<file path="src/hw/game_pkg.sv">
/*
 * Shared widths, game constants and the controller state encoding.
 * Every design file refers to these by scoped name.
 */
package game_pkg;

    // Balances and bet amounts
    typedef logic [7:0] money_t;

    // Wheel position and the player 2 guess
    typedef logic [3:0] wheel_t;

    // Remaining spin steps, up to 15 + MIN_SPIN
    typedef logic [4:0] spin_count_t;

    // Clock cycles within one spin step
    typedef logic [2:0] frame_count_t;

    // Each player starts with this much
    localparam money_t INITIAL_BALANCE = 8'd100;

    // Added to the low nibble of the bet to get the spin length
    localparam spin_count_t MIN_SPIN = 5'd4;

    // One wheel step per this many clocks
    localparam int FRAME_CYCLES = 8;

    // Main controller states, IDLE is entered on reset
    typedef enum logic [2:0] {
        IDLE        = 3'd0,
        LOAD_AMOUNT = 3'd1,
        WAIT_AMOUNT = 3'd2,
        LOAD_KEY    = 3'd3,
        WAIT_START  = 3'd4,
        ANIMATE     = 3'd5
    } game_state_t;

endpackage

</file>
<file path="src/hw/game_ctrl_if.sv">
/*
 * Control strobes between the game controller, the spin timer and the bank.
 * One instance lives in the top level and each block takes its own modport.
 */
`timescale 1ns/1ps

interface game_ctrl_if;

    logic load_amount;           // Player 1 is loading the bet
    logic load_key;              // Player 2 is loading the guess
    logic load_screen;           // Controller idle, refresh displays
    logic start_animation;       // Wheel is spinning
    logic finished_transaction;  // Last spin step, settle now

    // Sequencer side
    modport controller (
        output load_amount,
        output load_key,
        output load_screen,
        output start_animation,
        input  finished_transaction
    );

    // Runs the spin while start_animation is high
    modport timer (
        input  start_animation,
        output finished_transaction
    );

    // Datapath only listens
    modport bank (
        input load_amount,
        input load_key,
        input load_screen,
        input start_animation,
        input finished_transaction
    );

endinterface

</file>
<file path="src/hw/game_control.sv">
/*
 * Main game sequencer. It steps through bet load, guess load, start and
 * spin, and decodes its state into the strobes for the timer and the bank.
 */
`timescale 1ns/1ps

module game_control (
    input  logic              clock,
    input  logic              resetn,
    input  logic              load_signal,
    input  logic              start_signal,
    game_ctrl_if.controller   ctrl
);

    game_pkg::game_state_t state_q;
    game_pkg::game_state_t state_d;

    // Next state table
    always_comb begin
        state_d = state_q;
        case (state_q)
            game_pkg::IDLE: begin
                if (load_signal) begin
                    state_d = game_pkg::LOAD_AMOUNT;
                end
            end
            game_pkg::LOAD_AMOUNT: begin
                if (!load_signal) begin
                    state_d = game_pkg::WAIT_AMOUNT;  // Bet held on release
                end
            end
            game_pkg::WAIT_AMOUNT: begin
                if (load_signal) begin
                    state_d = game_pkg::LOAD_KEY;
                end
            end
            game_pkg::LOAD_KEY: begin
                if (!load_signal) begin
                    state_d = game_pkg::WAIT_START;
                end
            end
            game_pkg::WAIT_START: begin
                if (start_signal) begin
                    state_d = game_pkg::ANIMATE;
                end
            end
            game_pkg::ANIMATE: begin
                // Load and start are ignored until the spin ends
                if (ctrl.finished_transaction) begin
                    state_d = game_pkg::IDLE;
                end
            end
            default: begin
                state_d = game_pkg::IDLE;
            end
        endcase
    end

    // Output decode, one strobe per state
    always_comb begin
        ctrl.load_amount     = 1'b0;
        ctrl.load_key        = 1'b0;
        ctrl.load_screen     = 1'b0;
        ctrl.start_animation = 1'b0;
        case (state_q)
            game_pkg::IDLE:        ctrl.load_screen     = 1'b1;
            game_pkg::LOAD_AMOUNT: ctrl.load_amount     = 1'b1;
            game_pkg::LOAD_KEY:    ctrl.load_key        = 1'b1;
            game_pkg::ANIMATE:     ctrl.start_animation = 1'b1;
            default: begin
                // Wait states drive nothing
            end
        endcase
    end

    // State register
    always_ff @(posedge clock) begin
        if (!resetn) begin
            state_q <= game_pkg::IDLE;
        end else begin
            state_q <= state_d;
        end
    end

endmodule

</file>
<file path="src/hw/spin_timer.sv">
/*
 * Spin timer. A frame prescaler gives one wheel step every FRAME_CYCLES
 * clocks, and a step counter ends the spin after (nibble + MIN_SPIN) steps.
 */
`timescale 1ns/1ps

module spin_timer (
    input  logic             clock,
    input  logic             resetn,
    game_ctrl_if.timer       ctrl,
    input  game_pkg::wheel_t spin_length,
    output logic             step
);

    logic                       anim_q;     // start_animation one clock ago
    logic                       first;      // First cycle of the spin
    game_pkg::frame_count_t     frame_q;
    game_pkg::frame_count_t     frame_cur;
    game_pkg::spin_count_t      steps_q;
    game_pkg::spin_count_t      steps_cur;
    game_pkg::spin_count_t      spin_total;

    assign first      = ctrl.start_animation && !anim_q;
    assign spin_total = game_pkg::spin_count_t'(spin_length) + game_pkg::MIN_SPIN;

    // On the first cycle the freshly loaded values are used directly
    assign frame_cur = first ? '0 : frame_q;
    assign steps_cur = first ? spin_total : steps_q;

    // Step on the last cycle of each frame
    assign step = ctrl.start_animation
                  && (frame_cur == game_pkg::frame_count_t'(game_pkg::FRAME_CYCLES - 1));

    // Last step also ends the round in the same cycle
    assign ctrl.finished_transaction = step && (steps_cur == game_pkg::spin_count_t'(1));

    always_ff @(posedge clock) begin
        if (!resetn) begin
            anim_q  <= 1'b0;
            frame_q <= '0;
            steps_q <= '0;
        end else begin
            anim_q <= ctrl.start_animation;
            if (ctrl.start_animation) begin
                frame_q <= frame_cur + game_pkg::frame_count_t'(1);  // Wraps each frame
                if (step) begin
                    steps_q <= steps_cur - game_pkg::spin_count_t'(1);
                end else begin
                    steps_q <= steps_cur;
                end
            end
        end
    end

endmodule

</file>
<file path="src/hw/bank_datapath.sv">
/*
 * Game datapath. Holds the bet, the guess, the wheel and both balances,
 * settles each round toward the winner and latches the display copies.
 */
`timescale 1ns/1ps

module bank_datapath (
    input  logic              clock,
    input  logic              resetn,
    input  game_pkg::money_t  switches,
    game_ctrl_if.bank         ctrl,
    input  logic              step,
    output game_pkg::wheel_t  spin_length,
    output game_pkg::money_t  p1_display,
    output game_pkg::money_t  p2_display,
    output game_pkg::wheel_t  wheel_position
);

    game_pkg::money_t  bet_q;
    game_pkg::wheel_t  guess_q;
    game_pkg::wheel_t  wheel_q;
    game_pkg::wheel_t  wheel_next;
    game_pkg::money_t  p1_q;
    game_pkg::money_t  p2_q;
    game_pkg::money_t  p1_disp_q;
    game_pkg::money_t  p2_disp_q;
    game_pkg::money_t  loser_balance;
    game_pkg::money_t  transfer;
    logic              guess_hit;

    // Spin length comes from the bet's low nibble
    assign spin_length = bet_q[3:0];

    // Bet and guess follow the switches while their load strobe is high
    always_ff @(posedge clock) begin
        if (ctrl.load_amount) begin
            bet_q <= switches;
        end
        if (ctrl.load_key) begin
            guess_q <= switches[3:0];
        end
    end

    // Wheel value including the step of this cycle
    assign wheel_next = step ? wheel_q + game_pkg::wheel_t'(1) : wheel_q;

    always_ff @(posedge clock) begin
        if (!resetn) begin
            wheel_q <= '0;
        end else begin
            wheel_q <= wheel_next;  // Wraps modulo 16
        end
    end

    // A hit means player 2 wins, so player 1 pays
    assign guess_hit     = (guess_q == wheel_next);
    assign loser_balance = guess_hit ? p1_q : p2_q;

    // Never move more than the loser holds
    assign transfer = (bet_q < loser_balance) ? bet_q : loser_balance;

    // Balances settle at the last spin step
    always_ff @(posedge clock) begin
        if (!resetn) begin
            p1_q <= game_pkg::INITIAL_BALANCE;
            p2_q <= game_pkg::INITIAL_BALANCE;
        end else if (ctrl.finished_transaction) begin
            if (guess_hit) begin
                p1_q <= p1_q - transfer;
                p2_q <= p2_q + transfer;
            end else begin
                p1_q <= p1_q + transfer;
                p2_q <= p2_q - transfer;
            end
        end
    end

    /*
     * Display copies refresh while the controller is idle. They lag the
     * balances by one clock, and they hold steady through a round.
     */
    always_ff @(posedge clock) begin
        if (!resetn) begin
            p1_disp_q <= game_pkg::INITIAL_BALANCE;
            p2_disp_q <= game_pkg::INITIAL_BALANCE;
        end else if (ctrl.load_screen) begin
            p1_disp_q <= p1_q;
            p2_disp_q <= p2_q;
        end
    end

    assign p1_display     = p1_disp_q;
    assign p2_display     = p2_disp_q;
    assign wheel_position = wheel_q;

endmodule

</file>
<file path="src/hw/betting_game_top.sv">
/*
 * Top level of the two-player betting game. It connects the controller,
 * the spin timer and the bank through one control interface.
 */
`timescale 1ns/1ps

module betting_game_top (
    input  logic              clock,
    input  logic              resetn,
    input  logic              load_signal,
    input  logic              start_signal,
    input  game_pkg::money_t  switches,
    output game_pkg::money_t  p1_display,
    output game_pkg::money_t  p2_display,
    output game_pkg::wheel_t  wheel_position,
    output logic              busy
);

    game_ctrl_if      ctrl_bus ();

    game_pkg::wheel_t spin_length;  // Bet nibble, bank to timer
    logic             step;         // One pulse per wheel step

    game_control i_game_control (
        .clock        (clock),
        .resetn       (resetn),
        .load_signal  (load_signal),
        .start_signal (start_signal),
        .ctrl         (ctrl_bus.controller)
    );

    spin_timer i_spin_timer (
        .clock       (clock),
        .resetn      (resetn),
        .ctrl        (ctrl_bus.timer),
        .spin_length (spin_length),
        .step        (step)
    );

    bank_datapath i_bank_datapath (
        .clock          (clock),
        .resetn         (resetn),
        .switches       (switches),
        .ctrl           (ctrl_bus.bank),
        .step           (step),
        .spin_length    (spin_length),
        .p1_display     (p1_display),
        .p2_display     (p2_display),
        .wheel_position (wheel_position)
    );

    // Spin in progress
    assign busy = ctrl_bus.start_animation;

endmodule

</file>
<file path="config.mk">
export PLATFORM = sky130hd
export DESIGN_NAME = betting_game_top
export DESIGN_NICKNAME = d
export VERILOG_FILES = /design/src/hw/game_pkg.sv /design/src/hw/game_ctrl_if.sv /design/src/hw/game_control.sv /design/src/hw/spin_timer.sv /design/src/hw/bank_datapath.sv /design/src/hw/betting_game_top.sv
export SDC_FILE = /design/constraint.sdc
export NUM_CORES = 1
export LEC_CHECK = 0
export BUFFER_PORTS_ARGS = -buffer_cell sky130_fd_sc_hd__buf_2
export CAP_MARGIN = 20
export CELL_PAD_IN_SITES_DETAIL_PLACEMENT = 0
export CELL_PAD_IN_SITES_GLOBAL_PLACEMENT = 1
export CORE_AREA = 2 2 116 118
export DETAILED_ROUTE_END_ITERATION = 10
export DIE_AREA = 0 0 118 120
export PLACE_DENSITY = 0.58
export SETUP_SLACK_MARGIN = 0.15
export SLEW_MARGIN = 20
export SYNTH_ARGS = -nofsm -noshare
export SYNTH_HDL_FRONTEND = slang
export SYNTH_SLANG_ARGS = --single-unit
</file>
<file path="constraint.sdc">
create_clock -name clock -period 9.65 [get_ports clock]
set_input_delay 1.93 -clock clock [delete_from_list [all_inputs] [get_ports clock]]
set_output_delay 1.93 -clock clock [all_outputs]
set_load 0.02 [all_outputs]
</file>
==> impl_metrics.py, run 1 <==
metrics = {
    "route": {
        "routed_via_density": 4.63,
        "drt_iter0_markers": 95,
        "ant_nets": 0,
        "drt_pre_antenna_iters": 4,
        "via_count": 2926,
        "wl_per_cell_um": 13.6,
        "drc": 0,
        "totalWireLength_um": 8600,
    },
    "floorplanning": {
        "fp.coreArea_um2": 13000,
        "ios": 33,
        "start_util_pct": 29.1,
        "rows": 42,
        "die_y_um": 120,
        "die_area_um2": 14200,
        "die-width_um": 118,
    },
    "sta": {
        "timing.final.ws_setup_ns": 1.64,
        "rsz0062_at_grt": "false",
        "final.setup.tns_ns": 0,
        "finalHoldViolCount": 0,
        "fin_skew_ns": 0.00473,
        "fmax_ghz": 0.125,
        "worstMarginPinSlew_ns": 0.940,
        "whs_ns": 0.460,
        "slew-limit-headroom_pct": 37.2,
        "setup_violations": 0,
        "min_period_over_period_pct": 83.0,
        "slew_viol_final": 0,
        "period_needed_ns": 8.01,
    },
    "flow_run": {
        "max_cap_viol_count": 0,
    },
    "place": {
        "io_buffers": 32,
        "dpl.hpwl_um": 6420,
        "place.gp.congestion": 0.833,
        "placed_cell_area_um2": 4070,
        "dp_slack_ns": 1.59,
    },
    "critical_path": {
        "crit_arrival_ns": 8.27,
        "worstSetupPathType": "reg -> reg",
        "cp_common_cell": "ha_1",
        "slowest_delay_ns": 0.63,
        "required_ns": 9.91,
        "cp_max_fo": 24,
        "slowest_stage": "o21ai_2",
        "endpoint_kind": "flip-flop",
        "worstSetupStartpointType": "flip-flop",
    },
    "power": {
        "p_int_mw": 0.461,
        "p_sw_mw": 0.159,
        "combPwrFrac_pct": 11.3,
        "switching_share_pct": 25.6,
        "worst_ir_drop_vdd_v": 0.0000772,
        "p_clk_share_pct": 45.9,
        "p_leak_nw": 1.90,
        "power_density_nw_per_um2": 143,
        "pwr-share-seq_pct": 42.8,
        "total_power_mw": 0.620,
    },
    "global_route": {
        "grt_pass1_wl_um": 14500,
        "antenna_found_initial": 0,
        "grtUsageTotal_pct": 13.0,
        "grt_pass1_vias": 2918,
        "overflow": 0,
        "grt_max_degree": 49,
    },
    "synthesis": {
        "synth-seq-cells": 60,
        "yosysMostFrequentCell": "nand2_1",
        "syn_area_um2": 3770,
        "synth_cell_type_count": 54,
        "synth_edf_count": 12,
        "synthArstFlopShare_pct": 0,
        "synthCells": 427,
        "synthMuxAreaShare_pct": 6.40,
        "syn_nets": 466,
        "synth_top_family_by_area": "simple AND/OR/NAND/NOR gates",
        "synth_flop_cell": "dfxtp_1",
        "synth_largest_area_cell": "dfxtp_1",
        "yosys.area_share.adder_pct": 9.89,
        "netlist_top_cells_area": "dfxtp_1 25%, edfxtp_1 9.6%, ha_1 8.3%, nand2_1 8.1%, xnor2_1 4.6%",
        "seq_area_frac_synth_pct": 35.0,
        "netlist.area_leader.share_pct": 25.5,
        "syn-mean-instance-area_um2": 8.83,
        "yosys.area_share.simple_pct": 19.7,
        "ys.warnings.count": 0,
        "synth-compound-area-share_pct": 17.1,
        "ys_top_cells_by_count": "81 x nand2_1, 48 x dfxtp_1, 25 x ha_1, 23 x a21boi_0, 20 x xnor2_1",
        "synth_xor_area_share_pct": 7.60,
    },
    "finish": {
        "fin_nets": 490,
        "diodes": 0,
        "area_growth_pct": 14.9,
        "drive_above_1_share_pct": 13.6,
        "stdcell_area_um2": 4330,
    },
    "clocking": {
        "clock_path_buffers": 2,
        "cts.htree.levels": 3,
        "cts_made_buffers": 9,
        "cts.sinks": 60,
        "tritoncts": "yes",
        "clk_pin_slew_ns": 0.05,
        "cts_root_buffer": "clkbuf_16",
        "ctsHoldBuffers": 0,
        "clk_latency_ns": 0.33,
        "post-cts-setup-buffers": 0,
        "cts-resized-gates": 0,
    },
    "hold_path": {
        "hp-class": "reg -> reg",
    },
    "run_status": {
        "outcome": "finished clean",
    },
}
registers in the layout, indices dropped and copies added (netlist names):
register,cells
i_bank_datapath.p1_display,8
i_spin_timer.anim_q,1
i_bank_datapath.bet_q,8
i_spin_timer.frame_q,3
i_bank_datapath.p2_q,8
i_game_control.state_q,3
i_bank_datapath.wheel_position,4
i_bank_datapath.p1_q,8
i_bank_datapath.p2_display,8
i_spin_timer.steps_q,5
i_bank_datapath.guess_q,4
cell usage in the layout (no fill, tap or decap), types with 10 or more instances in the layout:
cell,instances
mux2i_1,17
inv_1,18
nor2_1,18
a21oi_1,15
o21ai_0,13
a21boi_0,23
buf_2,32
edfxtp_1,12
xnor2_1,20
xor2_1,10
dfxtp_1,48
nand3_1,12
ha_1,25
nand2_1,81
cell families after synthesis:
group | Yosys count
DFF | 60
muxes | 23
AOI/OAI and AO/OA | 89
and+or+nand+nor | 156
adders and majority gates | 29
xor gates and xnor gates | 31
buffers and inverters | 39
per-stage QoR:
step / util [%] / cells
finish: 33.4 / 632
global route: 33.4 / 632
CTS: 33.4 / 632
detailed placement: 31.4 / 616
global placement: 31.4 / 616
floorplan: - / 427
worst max-delay path: cells and delay by family (launching register included):
kind	cells	cell delay, ns
AO/OA/AOI/OAI	9	2.43
XOR/XNOR	3	0.38
adder cells (fa/ha/maj)	4	1.15
buffers and inverters	2	0.51
flip-flops	1	0.53
multiplexers	3	1.00
AND/OR/NAND/NOR	10	1.91
cell type report:
cell class	count	area, µm²
Fill cell	1387	8650
Multi-Input combinational cell	328	2290
Sequential cell	60	1320
Clock buffer	10	229
Tap cell	176	220
Timing Repair Buffer	34	175
Inverter	18	67.6
Clock inverter	6	31.3
power by group through the flow:
stage	Sequential, mW	Clock [mW]	Combinational, mW
final	0.265	0.285	0.0701
after floorplan	0.270	0	0.0544
after detailed placement	0.270	0	0.0712
after CTS	0.265	0.291	0.0717
after global routing	0.266	0.302	0.0793
after global placement	0.270	0	0.0710
path summary, 6_finish.rpt:
kind / start / cells past startpoint / slack [ns] / to
worst max-delay path: i_game_control.state_q[2]$_SDFFE_PN0P_ / 31 / 1.64 / i_bank_datapath.p1_q[7]$_SDFFE_PN0P_
worst min-delay path: i_bank_datapath.p1_display[4]$_SDFFE_PN0P_ / 2 / 0.46 / i_bank_datapath.p1_display[4]$_SDFFE_PN0P_
worst max register to register: i_game_control.state_q[2]$_SDFFE_PN0P_ / 31 / 1.64 / i_bank_datapath.p1_q[7]$_SDFFE_PN0P_
worst min register to register: i_bank_datapath.p1_display[4]$_SDFFE_PN0P_ / 2 / 0.46 / i_bank_datapath.p1_display[4]$_SDFFE_PN0P_
routing by layer:
layer	vias to the layer above	GRT usage, %	share of wire, %
li1	1518	-	-
met1	1367	16.1	49
met2	31	21.7	47
met3	10	2.99	2.8
met4	0	5.35	1.7
met5	-	0	0
(Power assumes the default switching activity.)
==> run 2: changes to the inputs <==
--- a/config.mk
+++ b/config.mk
@@ -5,14 +5,15 @@
 export SDC_FILE = /design/constraint.sdc
 export NUM_CORES = 1
 export LEC_CHECK = 0
+export ABC_AREA = 1
 export BUFFER_PORTS_ARGS = -buffer_cell sky130_fd_sc_hd__buf_2
 export CAP_MARGIN = 20
 export CELL_PAD_IN_SITES_DETAIL_PLACEMENT = 0
 export CELL_PAD_IN_SITES_GLOBAL_PLACEMENT = 1
-export CORE_AREA = 2 2 116 118
+export CORE_AREA = 2 2 114 116
 export DETAILED_ROUTE_END_ITERATION = 10
-export DIE_AREA = 0 0 118 120
-export PLACE_DENSITY = 0.58
+export DIE_AREA = 0 0 116 118
+export PLACE_DENSITY = 0.6
 export SETUP_SLACK_MARGIN = 0.15
 export SLEW_MARGIN = 20
 export SYNTH_ARGS = -nofsm -noshare
==> constraint.sdc (replaced) <==
create_clock -name clock -period 8.1 [get_ports clock]
set_input_delay 1.62 -clock clock [delete_from_list [all_inputs] [get_ports clock]]
set_output_delay 1.62 -clock clock [all_outputs]
set_load 0.02 [all_outputs]
==> run 2 against run 1 <==
  * Via count up 7.8%
  * Fmax up 23%
  * Largest cell class unchanged
  * Worst setup slack worse by 0.078 ns
  * Synthesized cell count grew 13%
  * Final area is 0.14% lower
  * Critical path type unchanged
  * Combinational power grew to 3.5 times the previous value
  * Highest routed layer unchanged
  * Register-to-register slack got worse by 0.08 ns
  * Sequential share of layout area about the same
  * Clock skew rose by 0.0023 ns
==> impl_metrics.py, run 2 <==
metrics = {
    "route": {
        "drt_pre_antenna_iters": 4,
        "wl_per_cell_um": 13.2,
        "drt_iter0_markers": 124,
        "drc": 0,
        "via_count": 3153,
        "ant_nets": 0,
        "routed_via_density": 4.55,
        "totalWireLength_um": 9180,
    },
    "floorplanning": {
        "rows": 41,
        "start_util_pct": 29.7,
        "fp.coreArea_um2": 12400,
        "die_y_um": 118,
        "die_area_um2": 13700,
        "ios": 33,
        "die-width_um": 116,
    },
    "global_route": {
        "grtUsageTotal_pct": 14.3,
        "grt_pass1_wl_um": 14900,
        "grt_max_degree": 37,
        "antenna_found_initial": 0,
        "grt_pass1_vias": 3079,
        "overflow": 0,
    },
    "sta": {
        "slew_viol_final": 0,
        "period_needed_ns": 6.54,
        "min_period_over_period_pct": 80.8,
        "slew-limit-headroom_pct": 52.7,
        "finalHoldViolCount": 0,
        "worstMarginPinSlew_ns": 0.709,
        "final.setup.tns_ns": 0,
        "fmax_ghz": 0.153,
        "setup_violations": 0,
        "fin_skew_ns": 0.00706,
        "rsz0062_at_grt": "false",
        "whs_ns": 0.453,
    },
    "hold_path": {
        "hp-class": "reg -> reg",
    },
    "clocking": {
        "ctsHoldBuffers": 0,
        "clk_pin_slew_ns": 0.06,
        "clock_path_buffers": 2,
        "cts_made_buffers": 9,
        "cts-resized-gates": 0,
        "tritoncts": "yes",
        "cts.htree.levels": 3,
        "cts.sinks": 60,
        "post-cts-setup-buffers": 0,
        "clk_latency_ns": 0.34,
        "cts_root_buffer": "clkbuf_16",
    },
    "power": {
        "worst_ir_drop_vdd_v": 0.000111,
        "power_density_nw_per_um2": 229,
        "p_leak_nw": 2.06,
    },
    "critical_path": {
        "cp.depth": 36,
        "worstSetupStartpointType": "flip-flop",
        "cp_max_fo": 14,
        "worstSetupPathType": "reg -> reg",
        "crit_arrival_ns": 6.78,
        "regToRegStartpoint": "i_game_control.state_q[2]$_SDFFE_PN0P_",
        "required_ns": 8.34,
        "slowest_delay_ns": 0.56,
        "reg2reg_to": "i_bank_datapath.p1_q[7]$_SDFFE_PN0P_",
        "slowest_stage": "dfxtp_1",
        "ff2ff_setup_slack_ns": 1.56,
        "reg2reg_depth": 36,
        "cp-endpoint": "i_bank_datapath.p1_q[7]$_SDFFE_PN0P_",
        "crit_buf_inv": 3,
        "cp_common_cell": "nor2_1",
        "cp-startpoint": "i_game_control.state_q[2]$_SDFFE_PN0P_",
        "endpoint_kind": "flip-flop",
        "path_delay_family": "simple AND/OR/NAND/NOR gates",
    },
    "synthesis": {
        "ys.warnings.count": 0,
        "synth_cell_type_count": 46,
        "synth_largest_area_cell": "dfxtp_1",
        "yosysMostFrequentCell": "nand2_1",
        "synthCells": 484,
        "netlist_top_cells_area": "dfxtp_1 26%, edfxtp_1 9.8%, ha_1 8.5%, nand2_1 8.1%, inv_1 6.0%",
        "synth_flop_cell": "dfxtp_1",
        "syn-mean-instance-area_um2": 7.63,
        "synth-seq-cells": 60,
        "seq_area_frac_synth_pct": 35.8,
        "syn_area_um2": 3690,
        "netlist.area_leader.share_pct": 26.0,
        "ys_top_cells_by_count": "80 x nand2_1, 59 x inv_1, 48 x dfxtp_1, 46 x nor2_1, 43 x a21oi_1",
        "syn_nets": 523,
        "synth_edf_count": 12,
        "synthArstFlopShare_pct": 0,
    },
    "run_status": {
        "outcome": "finished clean",
    },
    "finish": {
        "drive_above_1_share_pct": 18.8,
        "fin_nets": 555,
        "nFillCells": 1338,
        "final_common_cell": "nand2_1",
        "area_growth_pct": 17.2,
        "final_cell_mix": "80 x nand2_1, 59 x inv_1, 48 x dfxtp_1, 46 x nor2_1, 43 x a21oi_1",
        "diodes": 0,
    },
    "place": {
        "dpl.hpwl_um": 7010,
        "io_buffers": 32,
        "place.gp.congestion": 0.746,
    },
    "flow_run": {
        "max_cap_viol_count": 0,
    },
}
-- run 2: layout make-up --
type	instances	area, µm²	area share, %
multi-input combinational	344	2050	47.3
sequential	60	1320	30.5
clock buffer	12	268	6.19
inverter	66	250	5.78
tap	172	215	4.97
timing repair buffer	35	183	4.22
clock inverter	4	45.0	1.04
-- run 2: worst min-delay path, stage by stage (launching register included) --
cell,delay [ns]
dfxtp_1,0.32
nand2_1,0.05
nand3_1,0.05
-- run 2: how the worst min path moves through the flow --
stage,to,from,cells past startpoint
2_1_floorplan,i_spin_timer.frame_q[2]$_SDFFE_PN0N_,i_spin_timer.frame_q[2]$_SDFFE_PN0N_,2
3_3_place_gp,i_bank_datapath.p1_display[5]$_SDFFE_PN1P_,i_bank_datapath.p1_display[5]$_SDFFE_PN1P_,2
3_5_place_dp,i_bank_datapath.p1_display[6]$_SDFFE_PN1P_,i_bank_datapath.p1_display[6]$_SDFFE_PN1P_,2
4_1_cts,i_bank_datapath.p1_display[6]$_SDFFE_PN1P_,i_bank_datapath.p1_display[6]$_SDFFE_PN1P_,2
5_1_grt,i_spin_timer.frame_q[2]$_SDFFE_PN0N_,i_spin_timer.frame_q[2]$_SDFFE_PN0N_,2
6_report,i_bank_datapath.p1_display[6]$_SDFFE_PN1P_,i_bank_datapath.p1_display[6]$_SDFFE_PN1P_,2
-- run 2: report_power, final --
group	internal (mW)	switching (mW)	total [mW]
clock	0.263	0.140	0.404
sequential	0.329	0.0147	0.344
combinational	0.0860	0.156	0.242
total	0.679	0.311	0.989
-- run 2: per-layer routing --
metal | vias up | GRT usage, % | share of wire (%)
met5 | - | 0 | 0
met4 | 0 | 4.61 | 1.2
met3 | 8 | 4.58 | 3.4
li1 | 1659 | - | -
met2 | 39 | 25.5 | 51
met1 | 1447 | 15.7 | 44
-- run 2: cell families after synthesis --
logic type	Yosys count	synth area share [%]
simple gates	207	27.8
compound gates	95	14.2
buf+inv	80	8.98
flops	60	35.8
fa+ha+maj	27	9.56
xor+xnor	11	2.61
mux	4	1.08
-- run 2: metrics by stage --
step,util (%),cell area (µm²),setup slack [ns],power (mW),cells
3_5_place_dp,32.3,4020,1.56,0.593,677
4_1_cts,34.9,4330,1.55,1.01,693
6_report,34.9,4330,1.56,0.989,693
2_1_floorplan,-,3690,2.25,0.532,484
5_1_grt,34.9,4330,0.890,1.05,693
3_3_place_gp,32.3,4020,1.78,0.592,677
